**src/hw/exe_defs.svh**
```systemverilog
`ifndef EXE_DEFS_SVH
`define EXE_DEFS_SVH

`define EXE_WORD_W      32
`define EXE_OP_W        8
`define EXE_DIV_STEPS   32

`define ALU_ADD         8'h01
`define ALU_SUB         8'h02
`define ALU_SLT         8'h03
`define ALU_SLTU        8'h04
`define ALU_AND         8'h05
`define ALU_OR          8'h06
`define ALU_NOR         8'h07
`define ALU_XOR         8'h08
`define ALU_SLL         8'h09
`define ALU_SRL         8'h0a
`define ALU_SRA         8'h0b
`define ALU_MULW        8'h10
`define ALU_MULHW       8'h11
`define ALU_MULHWU      8'h12
`define ALU_DIVW        8'h18
`define ALU_DIVUW       8'h19
`define ALU_MODW        8'h1a
`define ALU_MODUW       8'h1b
`define ALU_LDB         8'h20
`define ALU_LDBU        8'h21
`define ALU_LDH         8'h22
`define ALU_LDHU        8'h23
`define ALU_LDW         8'h24
`define ALU_STB         8'h28
`define ALU_STH         8'h29
`define ALU_STW         8'h2a

`endif
```
**src/hw/exe_ctrl_pkg.sv**
```systemverilog
`include "exe_defs.svh"

package exe_ctrl_pkg;

    typedef logic [`EXE_OP_W-1:0] aluop_t;

    typedef enum logic [2:0] {
        SEL_ARITH = 3'd0,
        SEL_MUL   = 3'd1,
        SEL_DIV   = 3'd2,
        SEL_MEM   = 3'd3
    } alu_sel_e;

    typedef enum logic [1:0] {
        DIV_IDLE = 2'd0,
        DIV_RUN  = 2'd1,
        DIV_DONE = 2'd2
    } div_state_e;

endpackage

```
**src/hw/exe_data_pkg.sv**
```systemverilog
`include "exe_defs.svh"

package exe_data_pkg;

    typedef logic [`EXE_WORD_W-1:0] word_t;

    typedef logic [2*`EXE_WORD_W-1:0] dword_t;   // full product

    typedef logic [4:0] reg_addr_t;

    typedef logic [3:0] strobe_t;   // one bit per byte lane

endpackage

```
**src/hw/exe_stage.sv**
```systemverilog
module exe_stage
    import exe_data_pkg::*;
    import exe_ctrl_pkg::*;
(
    input  logic      clk,
    input  logic      rst_n_i,
    input  logic      flush_i,
    input  logic      valid_i,
    input  aluop_t    aluop_i,
    input  alu_sel_e  alusel_i,
    input  word_t     src1_i,
    input  word_t     src2_i,
    input  word_t     inst_i,
    input  logic      reg_write_en_i,
    input  reg_addr_t reg_write_addr_i,
    input  logic      addr_ok_i,
    output logic      dc_valid_o,
    output logic      dc_op_o,
    output word_t     dc_vaddr_o,
    output word_t     dc_wdata_o,
    output strobe_t   dc_wstrb_o,
    output logic      pause_o,
    output logic      mem_valid_o,
    output aluop_t    mem_aluop_o,
    output logic      mem_ale_o,
    output word_t     mem_addr_o,
    output logic      mem_wen_o,
    output reg_addr_t mem_waddr_o,
    output word_t     mem_wdata_o
);

    logic   mul_start;
    logic   div_start;
    logic   md_signed;
    word_t  op_a;
    word_t  op_b;
    logic   mul_done;
    dword_t product;
    logic   div_done;
    word_t  quotient;
    word_t  remainder;
    logic   div_by_zero;
    logic   mem_req;
    word_t  alu_res;

    exe_issue u_issue (
        .clk         (clk),
        .rst_n_i     (rst_n_i),
        .flush_i     (flush_i),
        .valid_i     (valid_i),
        .aluop_i     (aluop_i),
        .src1_i      (src1_i),
        .src2_i      (src2_i),
        .mul_done_i  (mul_done),
        .div_done_i  (div_done),
        .mem_req_i   (mem_req),
        .addr_ok_i   (addr_ok_i),
        .mul_start_o (mul_start),
        .div_start_o (div_start),
        .md_signed_o (md_signed),
        .op_a_o      (op_a),
        .op_b_o      (op_b),
        .pause_o     (pause_o),
        .mem_valid_o (mem_valid_o)
    );

    exe_int_alu u_int_alu (
        .aluop_i  (aluop_i),
        .src1_i   (src1_i),
        .src2_i   (src2_i),
        .result_o (alu_res)
    );

    exe_mul_unit u_mul (
        .clk       (clk),
        .rst_n_i   (rst_n_i),
        .flush_i   (flush_i),
        .start_i   (mul_start),
        .signed_i  (md_signed),
        .op_a_i    (op_a),
        .op_b_i    (op_b),
        .done_o    (mul_done),
        .product_o (product)
    );

    exe_div_unit u_div (
        .clk           (clk),
        .rst_n_i       (rst_n_i),
        .flush_i       (flush_i),
        .start_i       (div_start),
        .signed_i      (md_signed),
        .dividend_i    (op_a),
        .divisor_i     (op_b),
        .done_o        (div_done),
        .quotient_o    (quotient),
        .remainder_o   (remainder),
        .div_by_zero_o (div_by_zero)
    );

    exe_agen u_agen (
        .valid_i    (valid_i),
        .flush_i    (flush_i),
        .aluop_i    (aluop_i),
        .src1_i     (src1_i),
        .src2_i     (src2_i),
        .inst_i     (inst_i),
        .mem_req_o  (mem_req),
        .dc_valid_o (dc_valid_o),
        .dc_op_o    (dc_op_o),
        .dc_vaddr_o (dc_vaddr_o),
        .dc_wdata_o (dc_wdata_o),
        .dc_wstrb_o (dc_wstrb_o),
        .ale_o      (mem_ale_o)
    );

    exe_wb_select u_wb_select (
        .alusel_i    (alusel_i),
        .aluop_i     (aluop_i),
        .alu_res_i   (alu_res),
        .product_i   (product),
        .quotient_i  (quotient),
        .remainder_i (remainder),
        .result_o    (mem_wdata_o)
    );

    assign mem_aluop_o = aluop_i;
    assign mem_addr_o  = dc_vaddr_o;
    assign mem_wen_o   = reg_write_en_i;
    assign mem_waddr_o = reg_write_addr_i;

    // zero divisor answers one cycle after the start from issue
    a_dbz_short_cut : assert property (
        @(posedge clk) disable iff (!rst_n_i)
        (div_done && div_by_zero) |-> $past(div_start) && (quotient == '1)
    );

endmodule

```
**src/hw/exe_wb_select.sv**
```systemverilog
`include "exe_defs.svh"

module exe_wb_select
    import exe_data_pkg::*;
    import exe_ctrl_pkg::*;
(
    input  alu_sel_e alusel_i,
    input  aluop_t   aluop_i,
    input  word_t    alu_res_i,
    input  dword_t   product_i,
    input  word_t    quotient_i,
    input  word_t    remainder_i,
    output word_t    result_o
);

    word_t mul_res;
    word_t div_res;

    always_comb begin
        case (aluop_i)
            `ALU_MULHW, `ALU_MULHWU: mul_res = product_i[2*`EXE_WORD_W-1:`EXE_WORD_W];
            default:                 mul_res = product_i[`EXE_WORD_W-1:0];   // mulw
        endcase
    end

    always_comb begin
        case (aluop_i)
            `ALU_MODW, `ALU_MODUW: div_res = remainder_i;
            default:               div_res = quotient_i;
        endcase
    end

    always_comb begin
        case (alusel_i)
            SEL_ARITH: result_o = alu_res_i;
            SEL_MUL:   result_o = mul_res;
            SEL_DIV:   result_o = div_res;
            SEL_MEM:   result_o = '0;   // load data comes later
            default:   result_o = '0;
        endcase
    end

endmodule

```
**src/hw/exe_agen.sv**
```systemverilog
`include "exe_defs.svh"

module exe_agen
    import exe_data_pkg::*;
    import exe_ctrl_pkg::*;
(
    input  logic    valid_i,
    input  logic    flush_i,
    input  aluop_t  aluop_i,
    input  word_t   src1_i,
    input  word_t   src2_i,
    input  word_t   inst_i,
    output logic    mem_req_o,
    output logic    dc_valid_o,
    output logic    dc_op_o,
    output word_t   dc_vaddr_o,
    output word_t   dc_wdata_o,
    output strobe_t dc_wstrb_o,
    output logic    ale_o
);

    logic [11:0] si12;
    word_t       addr;
    logic        is_mem;
    logic        misalign;

    assign si12 = inst_i[21:10];
    assign addr = src1_i + {{20{si12[11]}}, si12};

    always_comb begin
        is_mem     = 1'b0;
        dc_op_o    = 1'b0;
        misalign   = 1'b0;
        dc_wdata_o = '0;
        dc_wstrb_o = 4'b1111;   // loads read the whole word
        case (aluop_i)
            `ALU_LDB, `ALU_LDBU: begin
                is_mem = 1'b1;
            end
            `ALU_LDH, `ALU_LDHU: begin
                is_mem   = 1'b1;
                misalign = addr[0];
            end
            `ALU_LDW: begin
                is_mem   = 1'b1;
                misalign = (addr[1:0] != 2'b00);
            end
            `ALU_STB: begin
                is_mem     = 1'b1;
                dc_op_o    = 1'b1;
                dc_wdata_o = word_t'(src2_i[7:0]) << {addr[1:0], 3'b000};
                dc_wstrb_o = 4'b0001 << addr[1:0];
            end
            `ALU_STH: begin
                is_mem     = 1'b1;
                dc_op_o    = 1'b1;
                misalign   = addr[0];
                dc_wdata_o = word_t'(src2_i[15:0]) << {addr[1], 4'b0000};
                dc_wstrb_o = addr[1] ? 4'b1100 : 4'b0011;
            end
            `ALU_STW: begin
                is_mem     = 1'b1;
                dc_op_o    = 1'b1;
                misalign   = (addr[1:0] != 2'b00);
                dc_wdata_o = src2_i;
            end
            default: begin
                is_mem = 1'b0;
            end
        endcase
    end

    assign ale_o      = valid_i && misalign;
    assign mem_req_o  = valid_i && is_mem && !misalign;
    assign dc_valid_o = mem_req_o && !flush_i;
    assign dc_vaddr_o = addr;

endmodule

```
**src/hw/exe_div_unit.sv**
```systemverilog
`include "exe_defs.svh"

module exe_div_unit
    import exe_data_pkg::*;
    import exe_ctrl_pkg::*;
(
    input  logic  clk,
    input  logic  rst_n_i,
    input  logic  flush_i,
    input  logic  start_i,
    input  logic  signed_i,
    input  word_t dividend_i,
    input  word_t divisor_i,
    output logic  done_o,
    output word_t quotient_o,
    output word_t remainder_o,
    output logic  div_by_zero_o
);

    localparam int STEP_W = $clog2(`EXE_DIV_STEPS + 1);

    div_state_e          state_q;
    logic [STEP_W-1:0]   step_q;
    word_t               quo_q;
    word_t               rem_q;
    word_t               dvs_q;
    logic                q_neg_q;
    logic                r_neg_q;
    logic                dvd_neg;
    logic                dvs_neg;
    word_t               dvd_abs;
    word_t               dvs_abs;
    logic [`EXE_WORD_W:0] partial;
    logic [`EXE_WORD_W:0] diff;

    assign dvd_neg = signed_i & dividend_i[`EXE_WORD_W-1];
    assign dvs_neg = signed_i & divisor_i[`EXE_WORD_W-1];
    assign dvd_abs = dvd_neg ? -dividend_i : dividend_i;
    assign dvs_abs = dvs_neg ? -divisor_i : divisor_i;

    assign partial = {rem_q, quo_q[`EXE_WORD_W-1]};   // shift in next dividend bit
    assign diff    = partial - {1'b0, dvs_q};

    always_ff @(posedge clk or negedge rst_n_i) begin
        if (!rst_n_i) begin
            state_q       <= DIV_IDLE;
            step_q        <= '0;
            div_by_zero_o <= 1'b0;
        end else if (flush_i) begin
            state_q <= DIV_IDLE;
            step_q  <= '0;
        end else begin
            case (state_q)
                DIV_IDLE: begin
                    if (start_i) begin
                        state_q       <= (divisor_i == '0) ? DIV_DONE : DIV_RUN;
                        div_by_zero_o <= (divisor_i == '0);
                        step_q        <= '0;
                    end
                end
                DIV_RUN: begin
                    step_q <= step_q + 1'b1;
                    if (step_q == STEP_W'(`EXE_DIV_STEPS - 1)) begin
                        state_q <= DIV_DONE;
                    end
                end
                DIV_DONE: state_q <= DIV_IDLE;
                default:  state_q <= DIV_IDLE;
            endcase
        end
    end

    always_ff @(posedge clk) begin
        if (state_q == DIV_IDLE && start_i) begin
            if (divisor_i == '0) begin
                quo_q   <= '1;
                rem_q   <= dividend_i;
                q_neg_q <= 1'b0;
                r_neg_q <= 1'b0;
            end else begin
                quo_q   <= dvd_abs;
                rem_q   <= '0;
                dvs_q   <= dvs_abs;
                q_neg_q <= dvd_neg ^ dvs_neg;
                r_neg_q <= dvd_neg;   // remainder follows the dividend
            end
        end else if (state_q == DIV_RUN) begin
            if (!diff[`EXE_WORD_W]) begin
                rem_q <= diff[`EXE_WORD_W-1:0];
                quo_q <= {quo_q[`EXE_WORD_W-2:0], 1'b1};
            end else begin
                rem_q <= partial[`EXE_WORD_W-1:0];   // restore
                quo_q <= {quo_q[`EXE_WORD_W-2:0], 1'b0};
            end
        end
    end

    assign done_o      = (state_q == DIV_DONE);
    assign quotient_o  = q_neg_q ? -quo_q : quo_q;
    assign remainder_o = r_neg_q ? -rem_q : rem_q;

    // nonzero divisor finishes after the full step count
    a_done_after_steps : assert property (
        @(posedge clk) disable iff (!rst_n_i || flush_i)
        (state_q == DIV_IDLE && start_i && divisor_i != '0)
            |-> ##(`EXE_DIV_STEPS + 1) done_o
    );

endmodule

```
**src/hw/exe_mul_unit.sv**
```systemverilog
`include "exe_defs.svh"

module exe_mul_unit
    import exe_data_pkg::*;
(
    input  logic   clk,
    input  logic   rst_n_i,
    input  logic   flush_i,
    input  logic   start_i,
    input  logic   signed_i,
    input  word_t  op_a_i,
    input  word_t  op_b_i,
    output logic   done_o,
    output dword_t product_o
);

    logic signed [`EXE_WORD_W:0]     a_ext;
    logic signed [`EXE_WORD_W:0]     b_ext;
    logic signed [2*`EXE_WORD_W-1:0] prod_full;

    // extra top bit turns unsigned operands into positive signed ones
    assign a_ext = {signed_i & op_a_i[`EXE_WORD_W-1], op_a_i};
    assign b_ext = {signed_i & op_b_i[`EXE_WORD_W-1], op_b_i};

    assign prod_full = a_ext * b_ext;

    always_ff @(posedge clk or negedge rst_n_i) begin
        if (!rst_n_i) begin
            done_o <= 1'b0;
        end else begin
            done_o <= start_i && !flush_i;   // flush drops the result
        end
    end

    always_ff @(posedge clk) begin
        if (start_i) begin
            product_o <= prod_full;
        end
    end

endmodule

```
**src/hw/exe_int_alu.sv**
```systemverilog
`include "exe_defs.svh"

module exe_int_alu
    import exe_data_pkg::*;
    import exe_ctrl_pkg::*;
(
    input  aluop_t aluop_i,
    input  word_t  src1_i,
    input  word_t  src2_i,
    output word_t  result_o
);

    logic [4:0] shamt;
    logic       lt_signed;
    logic       lt_unsigned;

    assign shamt       = src2_i[4:0];
    assign lt_signed   = $signed(src1_i) < $signed(src2_i);
    assign lt_unsigned = src1_i < src2_i;

    always_comb begin
        case (aluop_i)
            `ALU_ADD:  result_o = src1_i + src2_i;
            `ALU_SUB:  result_o = src1_i - src2_i;
            `ALU_SLT:  result_o = word_t'(lt_signed);
            `ALU_SLTU: result_o = word_t'(lt_unsigned);
            `ALU_AND:  result_o = src1_i & src2_i;
            `ALU_OR:   result_o = src1_i | src2_i;
            `ALU_NOR:  result_o = ~(src1_i | src2_i);
            `ALU_XOR:  result_o = src1_i ^ src2_i;
            `ALU_SLL:  result_o = src1_i << shamt;
            `ALU_SRL:  result_o = src1_i >> shamt;
            `ALU_SRA:  result_o = word_t'($signed(src1_i) >>> shamt);
            default:   result_o = '0;   // not an alu op
        endcase
    end

endmodule

```
**src/hw/exe_issue.sv**
```systemverilog
`include "exe_defs.svh"

module exe_issue
    import exe_data_pkg::*;
    import exe_ctrl_pkg::*;
(
    input  logic   clk,
    input  logic   rst_n_i,
    input  logic   flush_i,
    input  logic   valid_i,
    input  aluop_t aluop_i,
    input  word_t  src1_i,
    input  word_t  src2_i,
    input  logic   mul_done_i,
    input  logic   div_done_i,
    input  logic   mem_req_i,
    input  logic   addr_ok_i,
    output logic   mul_start_o,
    output logic   div_start_o,
    output logic   md_signed_o,
    output word_t  op_a_o,
    output word_t  op_b_o,
    output logic   pause_o,
    output logic   mem_valid_o
);

    logic is_mul;
    logic is_div;
    logic is_signed;
    logic launch;
    logic busy_q;

    assign is_mul = (aluop_i == `ALU_MULW) || (aluop_i == `ALU_MULHW)
                 || (aluop_i == `ALU_MULHWU);
    assign is_div = (aluop_i == `ALU_DIVW) || (aluop_i == `ALU_DIVUW)
                 || (aluop_i == `ALU_MODW) || (aluop_i == `ALU_MODUW);
    assign is_signed = (aluop_i == `ALU_MULW) || (aluop_i == `ALU_MULHW)
                    || (aluop_i == `ALU_DIVW) || (aluop_i == `ALU_MODW);

    // one start per instruction
    assign launch = valid_i && (is_mul || is_div) && !busy_q
                 && !mul_start_o && !div_start_o && !flush_i;

    always_ff @(posedge clk or negedge rst_n_i) begin
        if (!rst_n_i) begin
            mul_start_o <= 1'b0;
            div_start_o <= 1'b0;
            busy_q      <= 1'b0;
        end else if (flush_i) begin
            mul_start_o <= 1'b0;
            div_start_o <= 1'b0;
            busy_q      <= 1'b0;   // cancels the running op
        end else begin
            mul_start_o <= launch && is_mul;
            div_start_o <= launch && is_div;
            if (mul_done_i || div_done_i) begin
                busy_q <= 1'b0;
            end else if (mul_start_o || div_start_o) begin
                busy_q <= 1'b1;
            end
        end
    end

    always_ff @(posedge clk) begin
        if (launch) begin
            op_a_o      <= src1_i;
            op_b_o      <= src2_i;
            md_signed_o <= is_signed;
        end
    end

    assign pause_o = (valid_i && is_mul && !mul_done_i)
                  || (valid_i && is_div && !div_done_i)
                  || (mem_req_i && !addr_ok_i);   // cache not ready

    assign mem_valid_o = valid_i && !pause_o && !flush_i;

    a_no_start_when_busy : assert property (
        @(posedge clk) disable iff (!rst_n_i)
        (mul_start_o || div_start_o) |-> !busy_q
    );

endmodule

```
**config.mk**
```make
export PLATFORM = sky130hd
export DESIGN_NAME = exe_stage
export DESIGN_NICKNAME = d
export VERILOG_FILES = /design/src/hw/exe_ctrl_pkg.sv /design/src/hw/exe_data_pkg.sv /design/src/hw/exe_stage.sv /design/src/hw/exe_wb_select.sv /design/src/hw/exe_agen.sv /design/src/hw/exe_div_unit.sv /design/src/hw/exe_mul_unit.sv /design/src/hw/exe_int_alu.sv /design/src/hw/exe_issue.sv
export VERILOG_INCLUDE_DIRS = /design/src /design/src/hw
export SDC_FILE = /design/constraint.sdc
export NUM_CORES = 2
export LEC_CHECK = 0
export BUFFER_PORTS_ARGS = -buffer_cell sky130_fd_sc_hd__buf_2
export CORE_ASPECT_RATIO = 0.75
export CORE_UTILIZATION = 25
export CTS_CLUSTER_DIAMETER = 80
export DETAILED_ROUTE_END_ITERATION = 10
export SKIP_CTS_REPAIR_TIMING = 1
export SLEW_MARGIN = 40
export SYNTH_ARGS = -nofsm -noshare
export SYNTH_HDL_FRONTEND = slang
export SYNTH_SLANG_ARGS = --single-unit
export TNS_END_PERCENT = 10
```
**constraint.sdc**
```tcl
create_clock -name clk -period 10.3 [get_ports clk]
set_clock_uncertainty 0.1 [all_clocks]
set_input_delay 0 -clock clk [delete_from_list [all_inputs] [get_ports clk]]
set_output_delay 0 -clock clk [all_outputs]
set_load 0.02 [all_outputs]
```
==> impl_metrics.toml <==
[clocking]
numCtsBuffers = 29
insertion_delay_ns = 0.59
cts_tree = "built"
clock-sinks = 239
path_clk_slew_ns = 0.07
cts_root_buffer = "clkbuf_16"
clockBufferDepth = 3
cts-htree-levels = 1

[synth]
ys_warn_count = 0
syn_nets = 8683
synth_top_area_share_pct = 36.1
ys_ff_latch = 239
synth_area_per_cell_sq_um = 8.87
synth.cell_area_sq_mm = 0.0626
synth_edf_count = 227
ys_async_sr_fraction_pct = 5.02
ys.flop_type = "edfxtp_1"
ys_top_cells_by_area = "fa_1, edfxtp_1, inv_1"
synth_top_cell_by_area = "fa_1"
synth_cells = 7059
synth_cell_types = 83
ys_seq_area_share_pct = 11.4

[timing]
timing_hold_violations_final = 0
finalCritPeriodShare_pct = 92.6
fin_ws_ns = 0.762
slew_violations = 0
setup_tns_ns = 0
finalSetupViolations = 0
worst_slew_pin_slew_ns = 1.01
relSlewSlack_pct = 32.0
fmax_ghz = 0.105
rsz0062_at_grt = "no"
period_needed_ns = 9.54

[status]
outcome = "finished, final reports clean"

[placement]
gp_congestion = 1.04
place_hpwl_microns = 199000
dpl_cell_area_sq_mm = 0.0679
io_buffers = 236
place_ws_ns = 0.716

[layout]
layout_commonest_cell = "inv_1"
area_delta_synth_final_pct = 11.3
final_cell_area_sq_mm = 0.0697
num-nets-final = 8767
drive_gt1_share_pct = 8.99
mostFrequentLayoutCells = "inv_1, fa_1, nand2_1"
nFillCells = 26300

[detailed_routing]
drc = 0
drt-initial-drc-count = 6607
antenna_left = 0
wl_per_cell_microns = 23.6
vias_per_cell = 5.16
wirelength_microns = 247000
drt_pass1_iterations = 6
num_vias = 53900

[floorplan]
die_area_sq_mm = 0.253
die_h_microns = 435
start_util_pct = 25.2
rows = 158
die_w_microns = 580
ios = 269
core_area_sq_mm = 0.248

[setup_path]
crit_arrival_ns = 9.77
cpLargestDelayFamily = "adder cells"
worstSetupStartpointType = "flip-flop"
max_stage_delay_ns = 0.90
crit_top_cell = "fa_1"
crit_path_end_kind = "flip-flop"
r2r_end = "u_mul.product_o[60]"
reg2reg_depth = 27
path_class = "reg -> reg"
crit_slowest_cell = "edfxtp_1"
crit_fanout = 19
r2r-start = "u_issue.op_a_o[19]"
r2r_slack_ns = 0.76
cp-startpoint = "u_issue.op_a_o[19]"
crit_buf_inv = 8
crit_required_ns = 10.53

[power]
leakagePower_uw = 0.0315
power_density_mw_per_mm2 = 107
ir_worst_vdd_mv = 0.162

[grt]
grt_max_degree = 80
grt_pass1_vias = 53700
antenna_found_initial = 16
track_usage_pct = 19.1
overflow = 0
grt_pass1_wl_microns = 362000

[worst_hold_path]
min_to = "u_issue.md_signed_o"
holdCritPathClass = "in -> reg"
min-delay-start = "aluop_i[2]"
holdPathStages = 3

[flow_run]
drv_cap = 0
[cells by family after synthesis]
group | synth area share, %
XOR/XNOR | 3.65
adder cells (fa/ha/maj) | 43.6
multiplexers | 3.75
flip-flops | 11.4
AND/OR/NAND/NOR | 15.4
buffers and inverters | 10.8
AO/OA/AOI/OAI | 11.4
[how the worst max path moves through the flow]
stage,end,depth (start not counted)
5_1_grt,u_mul.product_o[57],27
4_1_cts,u_mul.product_o[60],27
2_1_floorplan,u_mul.product_o[62],32
3_5_place_dp,u_mul.product_o[60],27
6_report,u_mul.product_o[60],27
3_3_place_gp,u_mul.product_o[63],26
[metrics by stage]
step           hold WS, ns  total power, uW  cells  util (%)
2_1_floorplan       -0.396             4730   7059         -
3_3_place_gp        -0.216             6210  10300      27.2
3_5_place_dp        -0.207             6260  10300      27.4
4_1_cts             -0.823             7280  10400      27.7
5_1_grt             0.0126             7950  10500      28.1
6_report           0.00409             7440  10500      28.1
[cell type report]
type,count,area (sq um),share of cell area (%)
Antenna cell,15,37.5,0.0539
Clock inverter,17,131,0.189
Multi-Input combinational cell,5065,49000,70.2
Tap cell,3280,4100,5.89
Timing Repair Buffer,531,3800,5.45
Sequential cell,239,7120,10.2
Clock buffer,37,756,1.08
Inverter,1277,4790,6.88
[state kept, by name, indices dropped and copies added, names as in the netlist]
register	flops
u_div.dvs_q	32
u_div.q_neg_q	1
u_div.quo_q	32
u_div.r_neg_q	1
u_div.rem_q	32
u_div.state_q	2
u_div.step_q	6
u_issue.busy_q	1
u_issue.div_start_o	1
u_issue.md_signed_o	1
u_issue.mul_start_o	1
u_issue.op_a_o	32
u_issue.op_b_o	32
u_mul.done_o	1
u_mul.product_o	64
[power by group]
part | internal [uW] | switching, uW
combinational | 1940 | 3240
sequential | 1260 | 6.76
clock | 545 | 444
[Yosys cell counts, types with 13 or more instances]
cell and count:
a221o_1 25, nand3_1 67, nor2_1 351, and3_1 33, ha_1 377, buf_4 46, o211ai_1 40, or4_1 19
a211oi_1 40, fa_1 1129, nand2b_1 48, xnor2_1 165, nor2b_1 36, buf_1 53, a31oi_1 42, buf_2 14
o21a_1 30, or3_1 27, nand2_1 902, mux4_2 65, o221ai_1 34, nor3_1 84, mux2_2 13, or2_2 13
edfxtp_1 227, xor2_1 96, nor4_1 39, a21oi_1 291, o21ai_0 231, o22ai_1 24, o41ai_1 16, a22o_1 17
mux2i_1 74, a21o_1 58, and2_1 390, o21bai_1 31, a221oi_1 37, clkbuf_1 365, nand4_1 20, o31ai_1 50
a22oi_1 15, inv_1 1272
[tightest hold or removal path: cells and delay by family]
kind / cells / cell delay [ns]
buffers and inverters: 2 / 0.41
AO/OA/AOI/OAI: 1 / 0.08
[layer usage]
metal / GRT usage (%) / vias to the layer above / routed length [microns]
li1: - / 22700 / -
met2: 26.5 / 3105 / 98000
met3: 5.86 / 465 / 31000
met5: 0.0377 / - / 276
met4: 6.05 / 8 / 10300
met1: 27.8 / 27700 / 107000
Note: power is estimated with default switching activity, not from simulation.
